## src/mac_tx_pkg.sv

```systemverilog
package mac_tx_pkg;

  ////////////////////
  // Widths

  typedef logic [63:0] data_t;
  typedef logic [7:0]  keep_t;
  typedef logic [7:0]  xgmii_ctrl_t;
  typedef logic [47:0] mac_addr_t;
  typedef logic [15:0] eth_type_t;
  typedef logic [31:0] crc_t;
  typedef logic [5:0]  beat_cnt_t;

  // One per stored frame
  typedef struct packed {
    beat_cnt_t beats;
    keep_t     tail_keep;
    eth_type_t eth_type;
  } frame_desc_t;

  // Framer output beat with lane 0 in the top byte
  typedef struct packed {
    data_t data;
    keep_t keep;
    logic  sof;
    logic  eof;
    logic  crc_en;
  } fr_beat_t;

  typedef enum logic [2:0] {
    IDLE,
    PREAMBLE,
    HEADER,
    PAYLOAD,
    TAIL,
    GAP
  } framer_state_e;

  ////////////////////
  // Constants

  localparam logic [7:0] XGMII_IDLE  = 8'h07;
  localparam logic [7:0] XGMII_START = 8'hFB;
  localparam logic [7:0] XGMII_TERM  = 8'hFD;

  // Start character, six preamble bytes and the SFD
  localparam data_t PREAMBLE_SFD = 64'hFB55_5555_5555_55D5;

  localparam mac_addr_t SRC_MAC = 48'h02_66_77_88_99_AA;
  localparam mac_addr_t DST_MAC = 48'h02_11_22_33_44_55;

  localparam int DATA_FIFO_DEPTH = 256;
  localparam int DATA_AW         = $clog2(DATA_FIFO_DEPTH);
  localparam int DESC_FIFO_DEPTH = 16;
  localparam int DESC_AW         = $clog2(DESC_FIFO_DEPTH);
  localparam int MAX_FRAME_BEATS = 32;

  localparam int IFG_BYTES  = 12;
  localparam int IFG_CYCLES = (IFG_BYTES + 7) / 8;

  localparam crc_t CRC_INIT = 32'hFFFF_FFFF;
  // 04C11DB7 bit-reversed
  localparam crc_t CRC_POLY = 32'hEDB8_8320;

endpackage

```

## src/crc32_d64.sv

```systemverilog
`timescale 1ns/1ps

module crc32_d64 import mac_tx_pkg::*; (
  input  logic  i_clk,
  input  logic  i_rst,
  input  logic  i_start,
  input  logic  i_en,
  input  data_t i_data,
  input  keep_t i_keep,
  output crc_t  o_crc
);

  crc_t crc_q;
  crc_t crc_base;
  crc_t crc_fin;

  // Byte-serial reflected CRC from lane 0 up and LSB first within a byte
  function automatic crc_t crc_fold(crc_t crc_in, data_t data, keep_t keep);
    crc_t c;
    c = crc_in;
    for (int lane = 0; lane < 8; lane++) begin
      if (keep[7 - lane]) begin
        c = c ^ {24'h0, data[63 - 8*lane -: 8]};
        for (int b = 0; b < 8; b++) begin
          if (c[0]) begin
            c = (c >> 1) ^ CRC_POLY;
          end else begin
            c = c >> 1;
          end
        end
      end
    end
    return c;
  endfunction

  assign crc_base = i_start ? CRC_INIT : crc_q;

  always_ff @(posedge i_clk or posedge i_rst) begin
    if (i_rst) begin
      crc_q <= CRC_INIT;
    end else if (i_en) begin
      crc_q <= crc_fold(crc_base, i_data, i_keep);
    end else if (i_start) begin
      crc_q <= CRC_INIT;
    end
  end

  assign crc_fin = ~crc_q;

  // First byte on the wire in the top lane
  assign o_crc = {crc_fin[7:0], crc_fin[15:8], crc_fin[23:16], crc_fin[31:24]};

endmodule

```

## src/tx_framer.sv

```systemverilog
`timescale 1ns/1ps

module tx_framer import mac_tx_pkg::*; (
  input  logic        i_clk,
  input  logic        i_rst,
  input  frame_desc_t i_desc,
  input  logic        i_desc_valid,
  input  data_t       i_data,
  output logic        o_desc_pop,
  output logic        o_data_pop,
  output fr_beat_t    o_beat,
  output logic        o_beat_valid,
  output crc_t        o_crc,
  output logic        o_crc_valid
);

  framer_state_e state;
  beat_cnt_t     cnt;
  frame_desc_t   desc;
  data_t         prev_word;
  logic          last_word;
  logic          short_tail;

  assign last_word  = (cnt == desc.beats - beat_cnt_t'(1));
  // Two tail bytes or fewer fit in the last payload word
  assign short_tail = ~desc.tail_keep[5];

  assign o_desc_pop   = (state == IDLE) && i_desc_valid;
  assign o_data_pop   = (state == HEADER) || ((state == PAYLOAD) && !last_word);
  assign o_beat_valid = (state == PREAMBLE) || (state == HEADER) ||
                        (state == PAYLOAD) || (state == TAIL);

  ////////////////////
  // Frame FSM

  always_ff @(posedge i_clk or posedge i_rst) begin
    if (i_rst) begin
      state <= IDLE;
      cnt   <= '0;
    end else begin
      case (state)
        IDLE: begin
          if (i_desc_valid) begin
            state <= PREAMBLE;
          end
        end
        PREAMBLE: begin
          state <= HEADER;
          cnt   <= '0;
        end
        HEADER: begin
          if (cnt == '0) begin
            cnt <= beat_cnt_t'(1);
          end else begin
            state <= PAYLOAD;
          end
        end
        PAYLOAD: begin
          if (last_word) begin
            state <= short_tail ? GAP : TAIL;
            cnt   <= '0;
          end else begin
            cnt <= cnt + beat_cnt_t'(1);
          end
        end
        TAIL: begin
          state <= GAP;
        end
        GAP: begin
          if (cnt == beat_cnt_t'(IFG_CYCLES - 1)) begin
            state <= IDLE;
          end else begin
            cnt <= cnt + beat_cnt_t'(1);
          end
        end
        default: begin
          state <= IDLE;
        end
      endcase
    end
  end

  always_ff @(posedge i_clk) begin
    if (o_desc_pop) begin
      desc <= i_desc;
    end
    if (((state == HEADER) && (cnt != '0)) || (state == PAYLOAD)) begin
      prev_word <= i_data;
    end
  end

  ////////////////////
  // Beat assembly with the payload 6 bytes behind the header

  always_comb begin
    o_beat        = '0;
    o_beat.keep   = keep_t'(8'hFF);
    o_beat.crc_en = 1'b1;
    case (state)
      PREAMBLE: begin
        o_beat.data   = PREAMBLE_SFD;
        o_beat.sof    = 1'b1;
        o_beat.crc_en = 1'b0;
      end
      HEADER: begin
        if (cnt == '0) begin
          o_beat.data = {DST_MAC, SRC_MAC[47:32]};
        end else begin
          o_beat.data = {SRC_MAC[31:0], desc.eth_type, i_data[63:48]};
        end
      end
      PAYLOAD: begin
        o_beat.data = {prev_word[47:0], i_data[63:48]};
        if (last_word && short_tail) begin
          o_beat.keep = {6'h3F, desc.tail_keep[7:6]};
          o_beat.eof  = 1'b1;
        end
      end
      TAIL: begin
        o_beat.data = {prev_word[47:0], 16'h0};
        o_beat.keep = {desc.tail_keep[5:0], 2'b00};
        o_beat.eof  = 1'b1;
      end
      default: begin
        o_beat.keep   = '0;
        o_beat.crc_en = 1'b0;
      end
    endcase
  end

  crc32_d64 u_crc (
    .i_clk   (i_clk),
    .i_rst   (i_rst),
    .i_start (state == PREAMBLE),
    .i_en    (o_beat.crc_en),
    .i_data  (o_beat.data),
    .i_keep  (o_beat.keep),
    .o_crc   (o_crc)
  );

  // Final CRC is ready the cycle after the eof beat
  always_ff @(posedge i_clk or posedge i_rst) begin
    if (i_rst) begin
      o_crc_valid <= 1'b0;
    end else begin
      o_crc_valid <= o_beat_valid && o_beat.eof;
    end
  end

endmodule

```

## config.mk

```make
export PLATFORM = sky130hd
export DESIGN_NAME = tx_framer
export DESIGN_NICKNAME = d
export VERILOG_FILES = /design/src/mac_tx_pkg.sv /design/src/crc32_d64.sv /design/src/tx_framer.sv
export SDC_FILE = /design/constraint.sdc
export NUM_CORES = 1
export LEC_CHECK = 0
export ABC_AREA = 0
export BUFFER_PORTS_ARGS = -buffer_cell sky130_fd_sc_hd__buf_2
export CAP_MARGIN = 15
export CELL_PAD_IN_SITES_DETAIL_PLACEMENT = 1
export CELL_PAD_IN_SITES_GLOBAL_PLACEMENT = 1
export CORE_MARGIN = 2
export CORE_UTILIZATION = 46
export DETAILED_ROUTE_END_ITERATION = 12
export GPL_ROUTABILITY_DRIVEN = 1
export MAX_ROUTING_LAYER = met4
export PLACE_DENSITY = 0.88
export SLEW_MARGIN = 20
export SYNTH_ARGS = -nofsm -noshare
export SYNTH_HDL_FRONTEND = slang
export SYNTH_SLANG_ARGS = --single-unit
```

## constraint.sdc

```tcl
create_clock -name i_clk -period 13.5 [get_ports i_clk]
set_input_delay 0.675 -clock i_clk [delete_from_list [all_inputs] [get_ports i_clk]]
set_output_delay 0.675 -clock i_clk [all_outputs]
set_load 0.03 [all_outputs]
```

* Word-level counts from Yosys, hierarchy flattened
Index checks and enable logic that the tools add are counted.
** Operators by class
- Add/sub/neg operators :: 2
- Equality and inequality tests :: 13
- Muxes and demuxes :: 211
- Bitwise operators :: 74
- Reduce and logical (&&, ||, !) cells :: 19
** Operators with widths (number)
- $mux 32 :: 193
- $not 13->14 :: 64
- $pmux 64 s4 :: 1
- $xor 32x8->32 :: 8
- $mux 63 :: 1
- $not 32->32 :: 1
- $pmux 6 s4 :: 1
- $pmux 8 s3 :: 1
- $mux 6 :: 3
- $pmux 3 s6 :: 1
- $mux 3 :: 4
- $ne 2x2->1 const B :: 5
- $add 6x1->6 const B :: 1
- $eq 3x2->1 const B :: 2
- $eq 3x3->1 const B :: 2
- $eq 6x1->1 const B :: 1
- $eq 6x6->1 :: 1
- $logic_not 6->1 :: 1
- $reduce_bool 6->1 :: 1
- $sub 6x1->6 const B :: 1
- $logic_and 1x1->1 :: 5
- $logic_or 1x1->1 :: 5
- $mux 1 :: 4
- $reduce_and 4->1 :: 1
- 11 further kinds :: 11
** Word-level totals
- Register bits after elaboration :: 120
- Output and inout bits :: 111

* Depth between registers and ports, before layout
Gate-level depths: netlist of run 1.
- Depth after elaboration :: 267
- Gate-level depth with buffers :: 40
- Mapped depth without buffers :: 33

* Modules after synthesis
A second synthesis of run 1 with hierarchy kept.
** Unflattened totals
- Cells, all modules :: 2104
- Area total of the unflattened synthesis :: 18888.1 um^2
** By module, submodules not included
- crc32_d64 :: instances 1, cells each 1788, area an instance 14849.2 um^2
- tx_framer :: instances 1, cells each 316, area an instance 4038.9 um^2

* Worst setup path after synthesis of run 1
Ideal clock, no wire load.
- Kind :: reg-to-reg
- From :: register state[0]
- To :: register u_crc.crc_q[19]
- Setup time :: 0.088 ns
- Arrival :: 9.974 ns
- Data required time :: 13.412 ns
- Setup slack :: 3.438 ns
- Stages on the path, launching flop included :: 38
- Buffers on the path :: 6
- Period minus slack after synthesis :: 10.062 ns
- Path through :: dfrtp_1 buf_4 or3b_1 buf_2 a21oi_1 buf_2 a211o_1 a21o_1 xnor3_1 a21oi_1 xnor3_1 xor3_1 xnor2_1 a211o_2 nand2_4 xor3_1 a21o_1 buf_4 (+2 left out) o211a_1 or3_1 a2111o_1 o2111ai_2 nor2_2 xnor2_1 mux2_2 and2_1 clkbuf_1 xnor3_1 xnor2_1 mux2_2 and2_1 buf_2 xnor2_2 xnor3_1 and3_1 or3_1
** RTL lines
- start, declared :: line tx_framer.sv:17 : framer_state_e state;
- start signal, assigned :: line tx_framer.sv:60 : state <= short_tail ? GAP : TAIL;
- end signal, assigned :: line crc32_d64.sv:42 : crc_q <= crc_fold(crc_base, i_data, i_keep);
- end, declared :: line crc32_d64.sv:13 : crc_t crc_q;

* Final worst setup path of run 1
- From :: register state[0]
- To :: register u_crc.crc_q[19]
** Between the ends
- Longest elaborated chain between the ends :: 228
** Ends and longest elaborated chain
- parallel branches: the longest is 227 deep, another holds $pmux 64 s4
- $mux 32 (*) :: line crc32_d64.sv:41 : end else if (i_en) begin
Every way passes the cells marked *. The select of a mux whose other input is x is not followed.
A chain may end at the register's enable or synchronous reset.

==> results by group, run 1 <==
Global route
  – Vias in the first global route: 17,300
  – Largest net degree at the start of global routing: 62
  – Initial antenna violation count: 0
  – First-pass GRT wire length: 109,000 um
  – GR Util All Layers: 0.368
  – Remaining global-route overflow: 0

Synthesis
  – Synth Warn #: 0
  – Post-synthesis sequential area ratio: 0.194
  – Avg Cell Area, Syn: 8.52 sq um
  – Async set-reset flop share out of synthesis: 0.350
  – Top post-synthesis cells by area: xnor2_1 (14%), edfxtp_1 (13%), xnor3_1 (6.5%)
  – Cell variety after synth: 122
  – Number of synthesized register bits: 120
  – Syn nets: 2,180
  – Most common cell in the netlist: xnor2_1
  – Top-area cell type share of the netlist area: 0.136
  – Synth Cell Area: 0.0177 sq mm
  – Most frequent cells after synthesis: xnor2_1 (275), nand2_1 (182), nor2_1 (181)
  – Synth Instances: 2,079
  – Area leader, netlist: xnor2_1
  – Post-synth EDFFs: 78
  – Top FF cell, synth: edfxtp_1

Setup path
  – Critical path startpoint category: flip-flop
  – WP data arrival: 13.17 ns
  – Worst Setup End Kind: flip-flop
  – Most used cell, CP: xnor3_1
  – Slowest stage delay, CP: 0.83 ns
  – Crit Path Max Fanout: 34
  – CP max-delay cell: nor4_1
  – Critical Path RT: between 10 and 15 ns
  – Crit Path Class: reg2reg

Placement
  – Detail Placement HPWL: between 50,000 and 60,000 um
  – IO buf count: 207
  – Routability cong.: 0.992

STA
  – Fin. Hold Viols: 0
  – Final setup fails: 0
  – Tmin final: 12.75 ns
  – Worst Tran Pin Value: 1.23 ns
  – Fin crit share: 0.944
  – Clock Skew: between 0.01 and 0.015 ns
  – Fmax: roughly 0.078 GHz
  – RSZ-0062 raised after global routing: no
  – Slew Limit Fails: 0
  – Rel. slew slack: 0.179
  – Sum of negative setup slack: 0 ns

Final layout
  – Antenna cells: 0
  – Area Growth Syn to Fin: 10.8%
  – Share of cells above drive strength 1: 0.196
  – Fin nets: 2,324
  – Fillers: 4,560

Clock tree
  – CTS tree: done
  – Clock Sinks: 120
  – Max Root-Sink Buffers: 2
  – Worst-Skew Late Latency: around 0.50 ns
  – Root Driver: clkbuf_16
  – Clock transition at path regs: 0.06 ns
  – CTS Hold Bufs: 0
  – H-tree levels: 4
  – CTS Buf Count: 17
  – Setup bufs post-CTS: 0
  – CTS resizes: 0

Routing
  – TritonRoute pass-1 iters: 5
  – Post-route ant nets: 0
  – WL final: 72,800 um
  – Vias: 17,300
  – Routed vias/inst: approximately 6.3
  – DRC: 0
  – Drt wl/cell: 26.5 um
  – Initial DRC Count: ~1,400

Floorplan
  – Die area: 0.0401 sq mm
  – FP Rows: about 70
  – DIE WIDTH: 200 um
  – Placeable core region: 0.0378 sq mm
  – Die Y: between 200 and 250 um
  – Initial Util: 0.469
  – I/O pin count: 208

Run status
  – Outcome: finished clean

Min path
  – Worst Hold Class: in2async

Flow run
  – Max-cap viol count: 0
[cells by family after synthesis]
| group | count (synthesis) | share of synthesized area |
|---|---|---|
| flops | 120 | 0.194 |
| mux | 86 | 0.0522 |
| fa+ha+maj | 4 | 0.00283 |
| simple gates | 659 | 0.188 |
| compound gates | 544 | 0.216 |
| buf+inv | 208 | 0.0571 |
| xor+xnor | 458 | 0.290 |
[routing by layer]
layer  part of all wire  up-vias  global-route usage
met3              0.063      157              0.0464
met2               0.47      702               0.587
met4              0.041        0               0.154
met1               0.43     8736               0.470
li1                   -     7751                   -
met5                  0        -                   -
[cell type report]
class                   count  area (sq um)  area share
inverters                  87           327      0.0166
repair buffers            246          1330      0.0676
well taps                 511           639      0.0326
clock buffers              18           429      0.0219
clock inverters            14           136     0.00695
multi-input cells        1751         13300       0.679
flip-flops and latches    120          3430       0.175
[critical path: cells and delay by family, from the launching register on]
| family | cells | cell delay [ns] |
|---|---|---|
| and+or+nand+nor | 9 | 4.01 |
| xor gates and xnor gates | 10 | 3.58 |
| AOI/OAI and AO/OA | 9 | 3.55 |
| muxes | 3 | 0.87 |
| DFF | 1 | 0.38 |
| buffers and inverters | 1 | 0.24 |
[registers in the layout (all words and copies together), names as in the netlist]
signal,cells
desc,30
state,3
u_crc.crc_q,32
prev_word,48
o_crc_valid,1
cnt,6
[placed cells by master, fill, tap and decap left out, types with 11 or more instances in the layout]
master | netlist | routed
o21ai_0 | 111 | 110
xnor3_1 | 51 | 51
nand3_1 | 48 | 48
buf_4 | 20 | 38
a211oi_1 | 26 | 26
a31oi_1 | 14 | 14
nand2b_1 | 14 | 14
a22oi_1 | 11 | 11
clkbuf_16 | 0 | 17
nor3_1 | 57 | 57
inv_1 | 80 | 78
or3_1 | 15 | 15
a21o_1 | 21 | 21
mux2_2 | 11 | 11
nand4_1 | 11 | 11
and3_1 | 27 | 27
o211ai_1 | 36 | 36
xor2_1 | 99 | 99
a211o_1 | 15 | 15
o211a_1 | 14 | 14
and2_1 | 24 | 24
nand2_1 | 182 | 181
o22ai_1 | 15 | 15
xnor2_1 | 275 | 275
edfxtp_1 | 78 | 78
o21a_1 | 11 | 11
buf_2 | 16 | 208
a21oi_1 | 140 | 132
nor4_1 | 14 | 14
nor2_1 | 181 | 181
mux2i_1 | 71 | 71
dfstp_2 | 32 | 32
[final timing paths]
| path | from | end | slack, ns | cells after the start |
|---|---|---|---|---|
| setup / recovery | state[0]$_DFFE_PP0P_ | u_crc.crc_q[19]$_DFF_PP1_ | 0.75 | 32 |
| hold / removal | i_rst | cnt[1]$_DFFE_PP0P_ | 0.32 | 3 |
| setup reg to reg | state[0]$_DFFE_PP0P_ | u_crc.crc_q[19]$_DFF_PP1_ | 0.75 | 32 |
| hold reg to reg | u_crc.crc_q[21]$_DFF_PP1_ | u_crc.crc_q[21]$_DFF_PP1_ | 0.62 | 2 |
| max in group asynchronous | i_rst | u_crc.crc_q[13]$_DFF_PP1_ | 12.79 | 3 |
| min in group i_clk | i_desc[20] | desc[20]$_DFFE_PP_ | 0.34 | 1 |
[stage by stage]
step,util,cells,cell area [sq um],setup slack [ns],hold WS [ns]
2_1_floorplan,-,2079,17700,3.44,0.508
3_3_place_gp,0.505,2714,19100,1.34,0.586
3_5_place_dp,0.505,2714,19100,1.07,0.612
4_1_cts,0.520,2746,19600,0.964,0.313
5_1_grt,0.520,2747,19600,0.206,0.337
6_report,0.520,2747,19600,0.751,0.323
Power of run 1 is not shown: default switching activity piles up to over one toggle a cycle in this logic, so the estimate is an artifact.
==> inputs of run 2 (changes only) <==
--- a/config.mk
+++ b/config.mk
@@ -8,14 +8,14 @@
 export ABC_AREA = 0
 export BUFFER_PORTS_ARGS = -buffer_cell sky130_fd_sc_hd__buf_2
 export CAP_MARGIN = 15
-export CELL_PAD_IN_SITES_DETAIL_PLACEMENT = 1
-export CELL_PAD_IN_SITES_GLOBAL_PLACEMENT = 1
 export CORE_MARGIN = 2
-export CORE_UTILIZATION = 46
+export CORE_UTILIZATION = 60
+export CTS_BUF_LIST = sky130_fd_sc_hd__clkbuf_8 sky130_fd_sc_hd__clkbuf_16
 export DETAILED_ROUTE_END_ITERATION = 12
 export GPL_ROUTABILITY_DRIVEN = 1
 export MAX_ROUTING_LAYER = met4
-export PLACE_DENSITY = 0.88
+export PLACE_DENSITY = 0.87
+export RECOVER_POWER = 25
 export SLEW_MARGIN = 20
 export SYNTH_ARGS = -nofsm -noshare
 export SYNTH_HDL_FRONTEND = slang
==> run 2 against run 1 <==
The run now ends with capacitance limit, slew limit left; register-to-register slack better by 0.18 ns; flip-flop and latch count unchanged; sequential share of layout area increased by 0.17 points; clock skew hardly changed; first-iteration DRC count rose by 67%; non-clock buffer count is 6 lower; design area is 0.98% lower; clock-buffer cell count is 1 lower; die area is 23% lower; global-route usage increased by 6.6 points; via count about the same.
==> results by group, run 2 (synthesis results as in run 1) <==
Setup path
  – WP data arrival: 12.93 ns (-0.24 ns)
  – CP max-delay cell: dfrtp_1
  – Crit Path Class: reg2reg
  – Worst r2r src: state[0]$_DFFE_PP0P_
  – R2R Setup Slk: 0.94 ns (+0.18 ns)
  – Worst Setup End Kind: flip-flop
  – Critical Path RT: 13.87 ns (-0.05 ns)
  – Critical path startpoint category: flip-flop
  – R2R Path End: u_crc.crc_q[21]$_DFF_PP1_
  – R2r worst-path depth: 31 (-3.1%)
  – Slowest stage delay, CP: 0.78 ns (-0.05 ns)
  – Most used cell, CP: xnor2_1
  – Crit Path Max Fanout: 35 (+2.9%)

Final layout
  – Non-Filler Instances: 2,620 (-4.6%)
  – Max reg flops: 48 (unchanged)
  – Most frequent cells in the layout: xnor2_1 (275), buf_2 (202), nor2_1 (181), nand2_1 (181), a21oi_1 (132)
  – Share of cells above drive strength 1: 0.191 (-0.00485)
  – Top reg by flops: prev_word
  – Top Registers: prev_word: 48 flops, u_crc.crc_q: 32 flops, desc: 30 flops
  – Register area: 0.00343 sq mm (unchanged)
  – Area Growth Syn to Fin: 9.70%
  – Fin nets: 2,318 (-0.26%)
  – Area occupied by multi-input gates: 0.0133 sq mm (about the same)
  – Fillers: 2,520 (-45%)
  – Commonest non-fill, non-tap cell in the layout: xnor2_1

Routing
  – Vias: 17,300 (-0.069%)
  – TritonRoute pass-1 iters: 5 (unchanged)
  – Drt wl/cell: 25.2 um (-5.1%)
  – WL final: 65,900 um (-9.5%)
  – Initial DRC Count: 2,360 (+67%)
  – Post-route ant nets: 0 (unchanged)
  – Routed vias/inst: 6.62 (+4.8%)
  – DRC: 0 (unchanged)

Floorplan
  – I/O pin count: 208 (unchanged)
  – Die area: 0.0309 sq mm (-23%)
  – Die Y: 176 um (-12%)
  – DIE WIDTH: 176 um (-12%)
  – FP Rows: 62 (-13%)
  – Placeable core region: 0.0289 sq mm (-24%)
  – Initial Util: 0.614 (+0.145)

Flow run
  – Max-cap viol count: 1 (+1)

STA
  – Clock Skew: 0.0143 ns (+0.000304 ns)
  – RSZ-0062 raised after global routing: no
  – Slew Limit Fails: 43 (+43)
  – Worst Tran Pin Value: 2.25 ns (+1.01 ns)
  – Sum of negative setup slack: 0 ns (unchanged)
  – Fin crit share: 0.931 (-0.0137)
  – Fmax: 0.0796 GHz (+1.5%)
  – Tmin final: 12.56 ns (-0.185 ns)
  – Fin. Hold Viols: 0 (unchanged)
  – Final setup fails: 0 (unchanged)
  – Rel. slew slack: -0.497 (-0.676)

Placement
  – IO buf count: 207 (unchanged)
  – Routability cong.: 1.04 (+4.4%)
  – Inst Count DP: 2,582 (-4.9%)
  – Detail Placement HPWL: 51,300 um (-11%)

Clock tree
  – CTS Buf Count: 17 (unchanged)
  – CTS resizes: 0 (unchanged)
  – Setup bufs post-CTS: 0 (unchanged)
  – CTS Hold Bufs: 0 (unchanged)
  – Clock transition at path regs: 0.07 ns (about the same)
  – Root Driver: clkbuf_16
  – Max Root-Sink Buffers: 2 (unchanged)
  – CTS tree: done
  – H-tree levels: 4 (unchanged)
  – Worst-Skew Late Latency: 0.46 ns (-0.04 ns)
  – Clock Sinks: 120 (unchanged)

Run status
  – Failing checks: capacitance limit, slew limit
  – Outcome: complete, but fails checks

Global route
  – Vias in the first global route: 16,100 (-6.9%)
  – GR Util All Layers: 0.433 (+0.0659)
  – First-pass GRT wire length: 98,300 um (-9.7%)
  – Initial antenna violation count: 6 (+6)
  – Largest net degree at the start of global routing: 62 (unchanged)
  – Remaining global-route overflow: 0 (unchanged)

Min path
  – Worst hold start: i_data[44]
  – Worst hold path endpoint: prev_word[44]$_DFFE_PP_
  – Hold Crit Depth: 1
  – Worst Hold Class: in2reg
## run 2: cell count changes in the layout (fill, tap and decap cells not counted), sizes merged
cell	previous run	this run
buf	246	234
inv	91	90
clkinv	8	10
clkbuf	18	23
diode	0	6
## run 2: layout make-up
cell class,count,share of cell area
Multi-Input combinational cell,1751,0.686
Sequential cell,120,0.177
Timing Repair Buffer,240,0.0655
Tap cell,384,0.0247
Clock buffer,17,0.0219
Inverter,87,0.0168
Clock inverter,15,0.00715
Antenna cell,6,0.000773
## run 2: per-stage QoR
step                cell area [sq um]  hold WS (ns)  setup WS [ns]  utilization
CTS                             19400         0.348           1.19        0.673
floorplan                       17700         0.508           3.44            -
global placement                18900         0.556           1.37        0.654
global route                    19400         0.375          0.324        0.673
finish                          19400         0.385          0.936        0.673
detailed placement              18900         0.558           1.19        0.654
## run 2: worst max-delay path by stage
stage,end,from,cells after the start
4_1_cts,u_crc.crc_q[19]$_DFF_PP1_,state[0]$_DFFE_PP0P_,31
6_report,u_crc.crc_q[21]$_DFF_PP1_,state[0]$_DFFE_PP0P_,31
5_1_grt,u_crc.crc_q[21]$_DFF_PP1_,state[0]$_DFFE_PP0P_,31
2_1_floorplan,u_crc.crc_q[19]$_DFF_PP1_,state[0]$_DFFE_PP0P_,37
3_5_place_dp,u_crc.crc_q[19]$_DFF_PP1_,state[0]$_DFFE_PP0P_,31
3_3_place_gp,u_crc.crc_q[19]$_DFF_PP1_,state[0]$_DFFE_PP0P_,31
## run 2: worst max-delay path: cells and delay by family (launching register included)
kind / cells / cell delay, ns
flops: 1 / 0.78
mux: 2 / 0.86
simple gates: 8 / 2.88
compound gates: 8 / 3.47
xor+xnor: 13 / 4.45
## run 2: layer usage
| metal | share of wire | vias to the layer above | global-route usage |
|---|---|---|---|
| met5 | 0 | - | - |
| met4 | 0.043 | 0 | 0.176 |
| met3 | 0.11 | 199 | 0.0827 |
| met2 | 0.45 | 1089 | 0.652 |
| met1 | 0.41 | 8295 | 0.575 |
| li1 | - | 7751 | - |
Power of run 2 is left out for the same reason.
==> inputs of run 3 (changes only) <==
--- a/config.mk
+++ b/config.mk
@@ -14,7 +14,7 @@
 export DETAILED_ROUTE_END_ITERATION = 12
 export GPL_ROUTABILITY_DRIVEN = 1
 export MAX_ROUTING_LAYER = met4
-export PLACE_DENSITY = 0.87
+export PLACE_DENSITY_LB_ADDON = 0.05
 export RECOVER_POWER = 25
 export SLEW_MARGIN = 20
 export SYNTH_ARGS = -nofsm -noshare
==> run 3 against run 2 <==
The flow still finishes with violations (capacitance limit, slew limit); design area about the same; clock-buffer cell count grew 3; fmax decreased by 3.0%; worst setup slack worse by 0.39 ns; flip-flop and latch count is the same; critical path depth increased by 1; non-clock buffer count is 1 higher; core utilization is essentially flat; final cell count barely moved; first-iteration DRC count shrank 4.6%; critical endpoint unchanged; largest cell class unchanged.
==> results by group, run 3 (synthesis results as in run 1) <==
Run status
  – Failing checks: capacitance limit, slew limit
  – Outcome: complete, but fails checks

Clock tree
  – CTS Buf Count: 17 (unchanged)
  – Setup bufs post-CTS: 0 (unchanged)
  – Max Root-Sink Buffers: 2 (unchanged)
  – Root Driver: clkbuf_16
  – CTS Hold Bufs: 0 (unchanged)
  – Worst-Skew Late Latency: 0.45 ns (about the same)
  – Clock transition at path regs: 0.07 ns (about the same)
  – H-tree levels: 4 (unchanged)
  – Clock Sinks: 120 (unchanged)
  – CTS tree: done

Placement
  – IO buf count: 207 (unchanged)
  – Detail Placement HPWL: 49,300 um (-4.0%)
  – Routability cong.: 1.04 (+0.12%)

Setup path
  – Worst Setup End Kind: flip-flop
  – Top cell family by delay on the critical path: XOR/XNOR gates
  – Most used cell, CP: xnor2_1
  – Worst r2r src: state[2]$_DFFE_PP0P_
  – R2R Setup Slk: 0.54 ns (-0.39 ns)
  – Critical path startpoint category: flip-flop
  – Crit Path Max Fanout: 45 (+29%)
  – WP data arrival: 13.32 ns (+0.39 ns)
  – Crit Path Class: reg2reg
  – Buf/Inv on CP: 2 (+2)
  – Crit path from: state[2]$_DFFE_PP0P_
  – Slowest stage delay, CP: 0.77 ns (about the same)
  – CP max-delay cell: a211oi_1
  – Critical Path RT: 13.86 ns (about the same)

Global route
  – Vias in the first global route: 15,800 (-1.7%)
  – Initial antenna violation count: 4 (-2)
  – First-pass GRT wire length: 93,900 um (-4.5%)
  – Largest net degree at the start of global routing: 62 (unchanged)
  – GR Util All Layers: 0.412 (-0.0210)
  – Remaining global-route overflow: 0 (unchanged)

STA
  – Rel. slew slack: -0.474 (+0.0231)
  – Fmax: 0.0772 GHz (-3.0%)
  – Clock Skew: 0.0155 ns (+0.00128 ns)
  – Sum of negative setup slack: 0 ns (unchanged)
  – Tmin final: 12.96 ns (+0.395 ns)
  – Worst Tran Pin Value: 2.21 ns (-0.0347 ns)
  – Minimum hold slack: 0.399 ns (+0.0146 ns)
  – Fin. Hold Viols: 0 (unchanged)
  – Slew Limit Fails: 43 (unchanged)
  – RSZ-0062 raised after global routing: no
  – Final setup fails: 0 (unchanged)
  – Fin crit share: 0.960 (+0.0292)

Min path
  – Worst hold start: i_desc[16]
  – Worst Hold Class: in2reg

Floorplan
  – FP Rows: 62 (unchanged)
  – I/O pin count: 208 (unchanged)
  – Initial Util: 0.614 (unchanged)
  – DIE WIDTH: 176 um (unchanged)
  – Placeable core region: 0.0289 sq mm (unchanged)
  – Die Y: 176 um (unchanged)
  – Die area: 0.0309 sq mm (unchanged)

Final layout
  – Area occupied by multi-input gates: 0.0133 sq mm (about the same)
  – Max reg flops: 48 (unchanged)
  – Area Growth Syn to Fin: 9.77% (about the same)
  – Fin nets: 2,319 (+0.043%)
  – Top reg by flops: prev_word
  – Top Registers: prev_word: 48 flops, u_crc.crc_q: 32 flops, desc: 30 flops
  – Most frequent cells in the layout: xnor2_1 (275), buf_2 (207), nor2_1 (181), nand2_1 (181), a21oi_1 (132)
  – Register area: 0.00344 sq mm (+0.11%)
  – Final core occ: 0.674 (about the same)
  – Commonest non-fill, non-tap cell in the layout: xnor2_1
  – Fillers: 2,485 (-1.4%)
  – Share of cells above drive strength 1: 0.193 (+0.00216)

Routing
  – Drt wl/cell: 24.2 um (-4.0%)
  – Routed vias/inst: 6.51 (-1.7%)
  – TritonRoute pass-1 iters: 8 (+3)
  – Vias: 17,000 (-1.7%)
  – WL final: 63,200 um (-4.1%)
  – DRC: 0 (unchanged)
  – Post-route ant nets: 0 (unchanged)
  – Initial DRC Count: 2,251 (-4.6%)

Flow run
  – Max-cap viol count: 1 (unchanged)
## run 3: stage by stage
| step | cell area (sq um) | setup slack, ns | instances |
|---|---|---|---|
| floorplan | 17700 | 3.44 | 2079 |
| global route | 19400 | 0.159 | 2618 |
| global placement | 18900 | 1.12 | 2582 |
| detailed placement | 18900 | 0.866 | 2582 |
| CTS | 19400 | 0.802 | 2614 |
| finish | 19400 | 0.541 | 2618 |
## run 3: worst reg2reg max path: cells and delay by family, from the launching register on
family          cells  cell delay, ns
simple gates        7            2.75
mux                 2            0.88
compound gates      9            3.29
flops               1            0.69
buf+inv             2            0.93
xor+xnor           12            4.31
## run 3: what timing repair did
action	in CTS	in global routing
hold endpoints to repair	0	0
gates resized for setup	0	3
endpoints found under the setup margin	0	9
## run 3: final timing paths
kind | end | depth (start not counted)
worst min-delay path | desc[16]$_DFFE_PP_ | 1
min in group asynchronous | state[2]$_DFFE_PP0P_ | 3
worst max-delay path | u_crc.crc_q[21]$_DFF_PP1_ | 32
worst min register to register | u_crc.crc_q[21]$_DFF_PP1_ | 2
max in group asynchronous | state[0]$_DFFE_PP0P_ | 3
worst max register to register | u_crc.crc_q[21]$_DFF_PP1_ | 32
## run 3: per-layer routing
metal | share of wire | wire (um) | up-vias | global-route usage
met5 | 0 | 0 | - | -
met4 | 0.052 | 3270 | 0 | 0.175
met3 | 0.10 | 6430 | 190 | 0.0753
met2 | 0.44 | 28100 | 1076 | 0.630
met1 | 0.40 | 25400 | 8014 | 0.539
li1 | - | - | 7754 | -
## run 3: final cells by class
cell class,instances,share of cell area
Clock inverter,12,0.00380
Multi-Input combinational cell,1751,0.686
Timing Repair Buffer,241,0.0660
Tap cell,384,0.0247
Antenna cell,3,0.000386
Inverter,87,0.0168
Clock buffer,20,0.0257
Sequential cell,120,0.177
Power of run 3 is left out for the same reason.
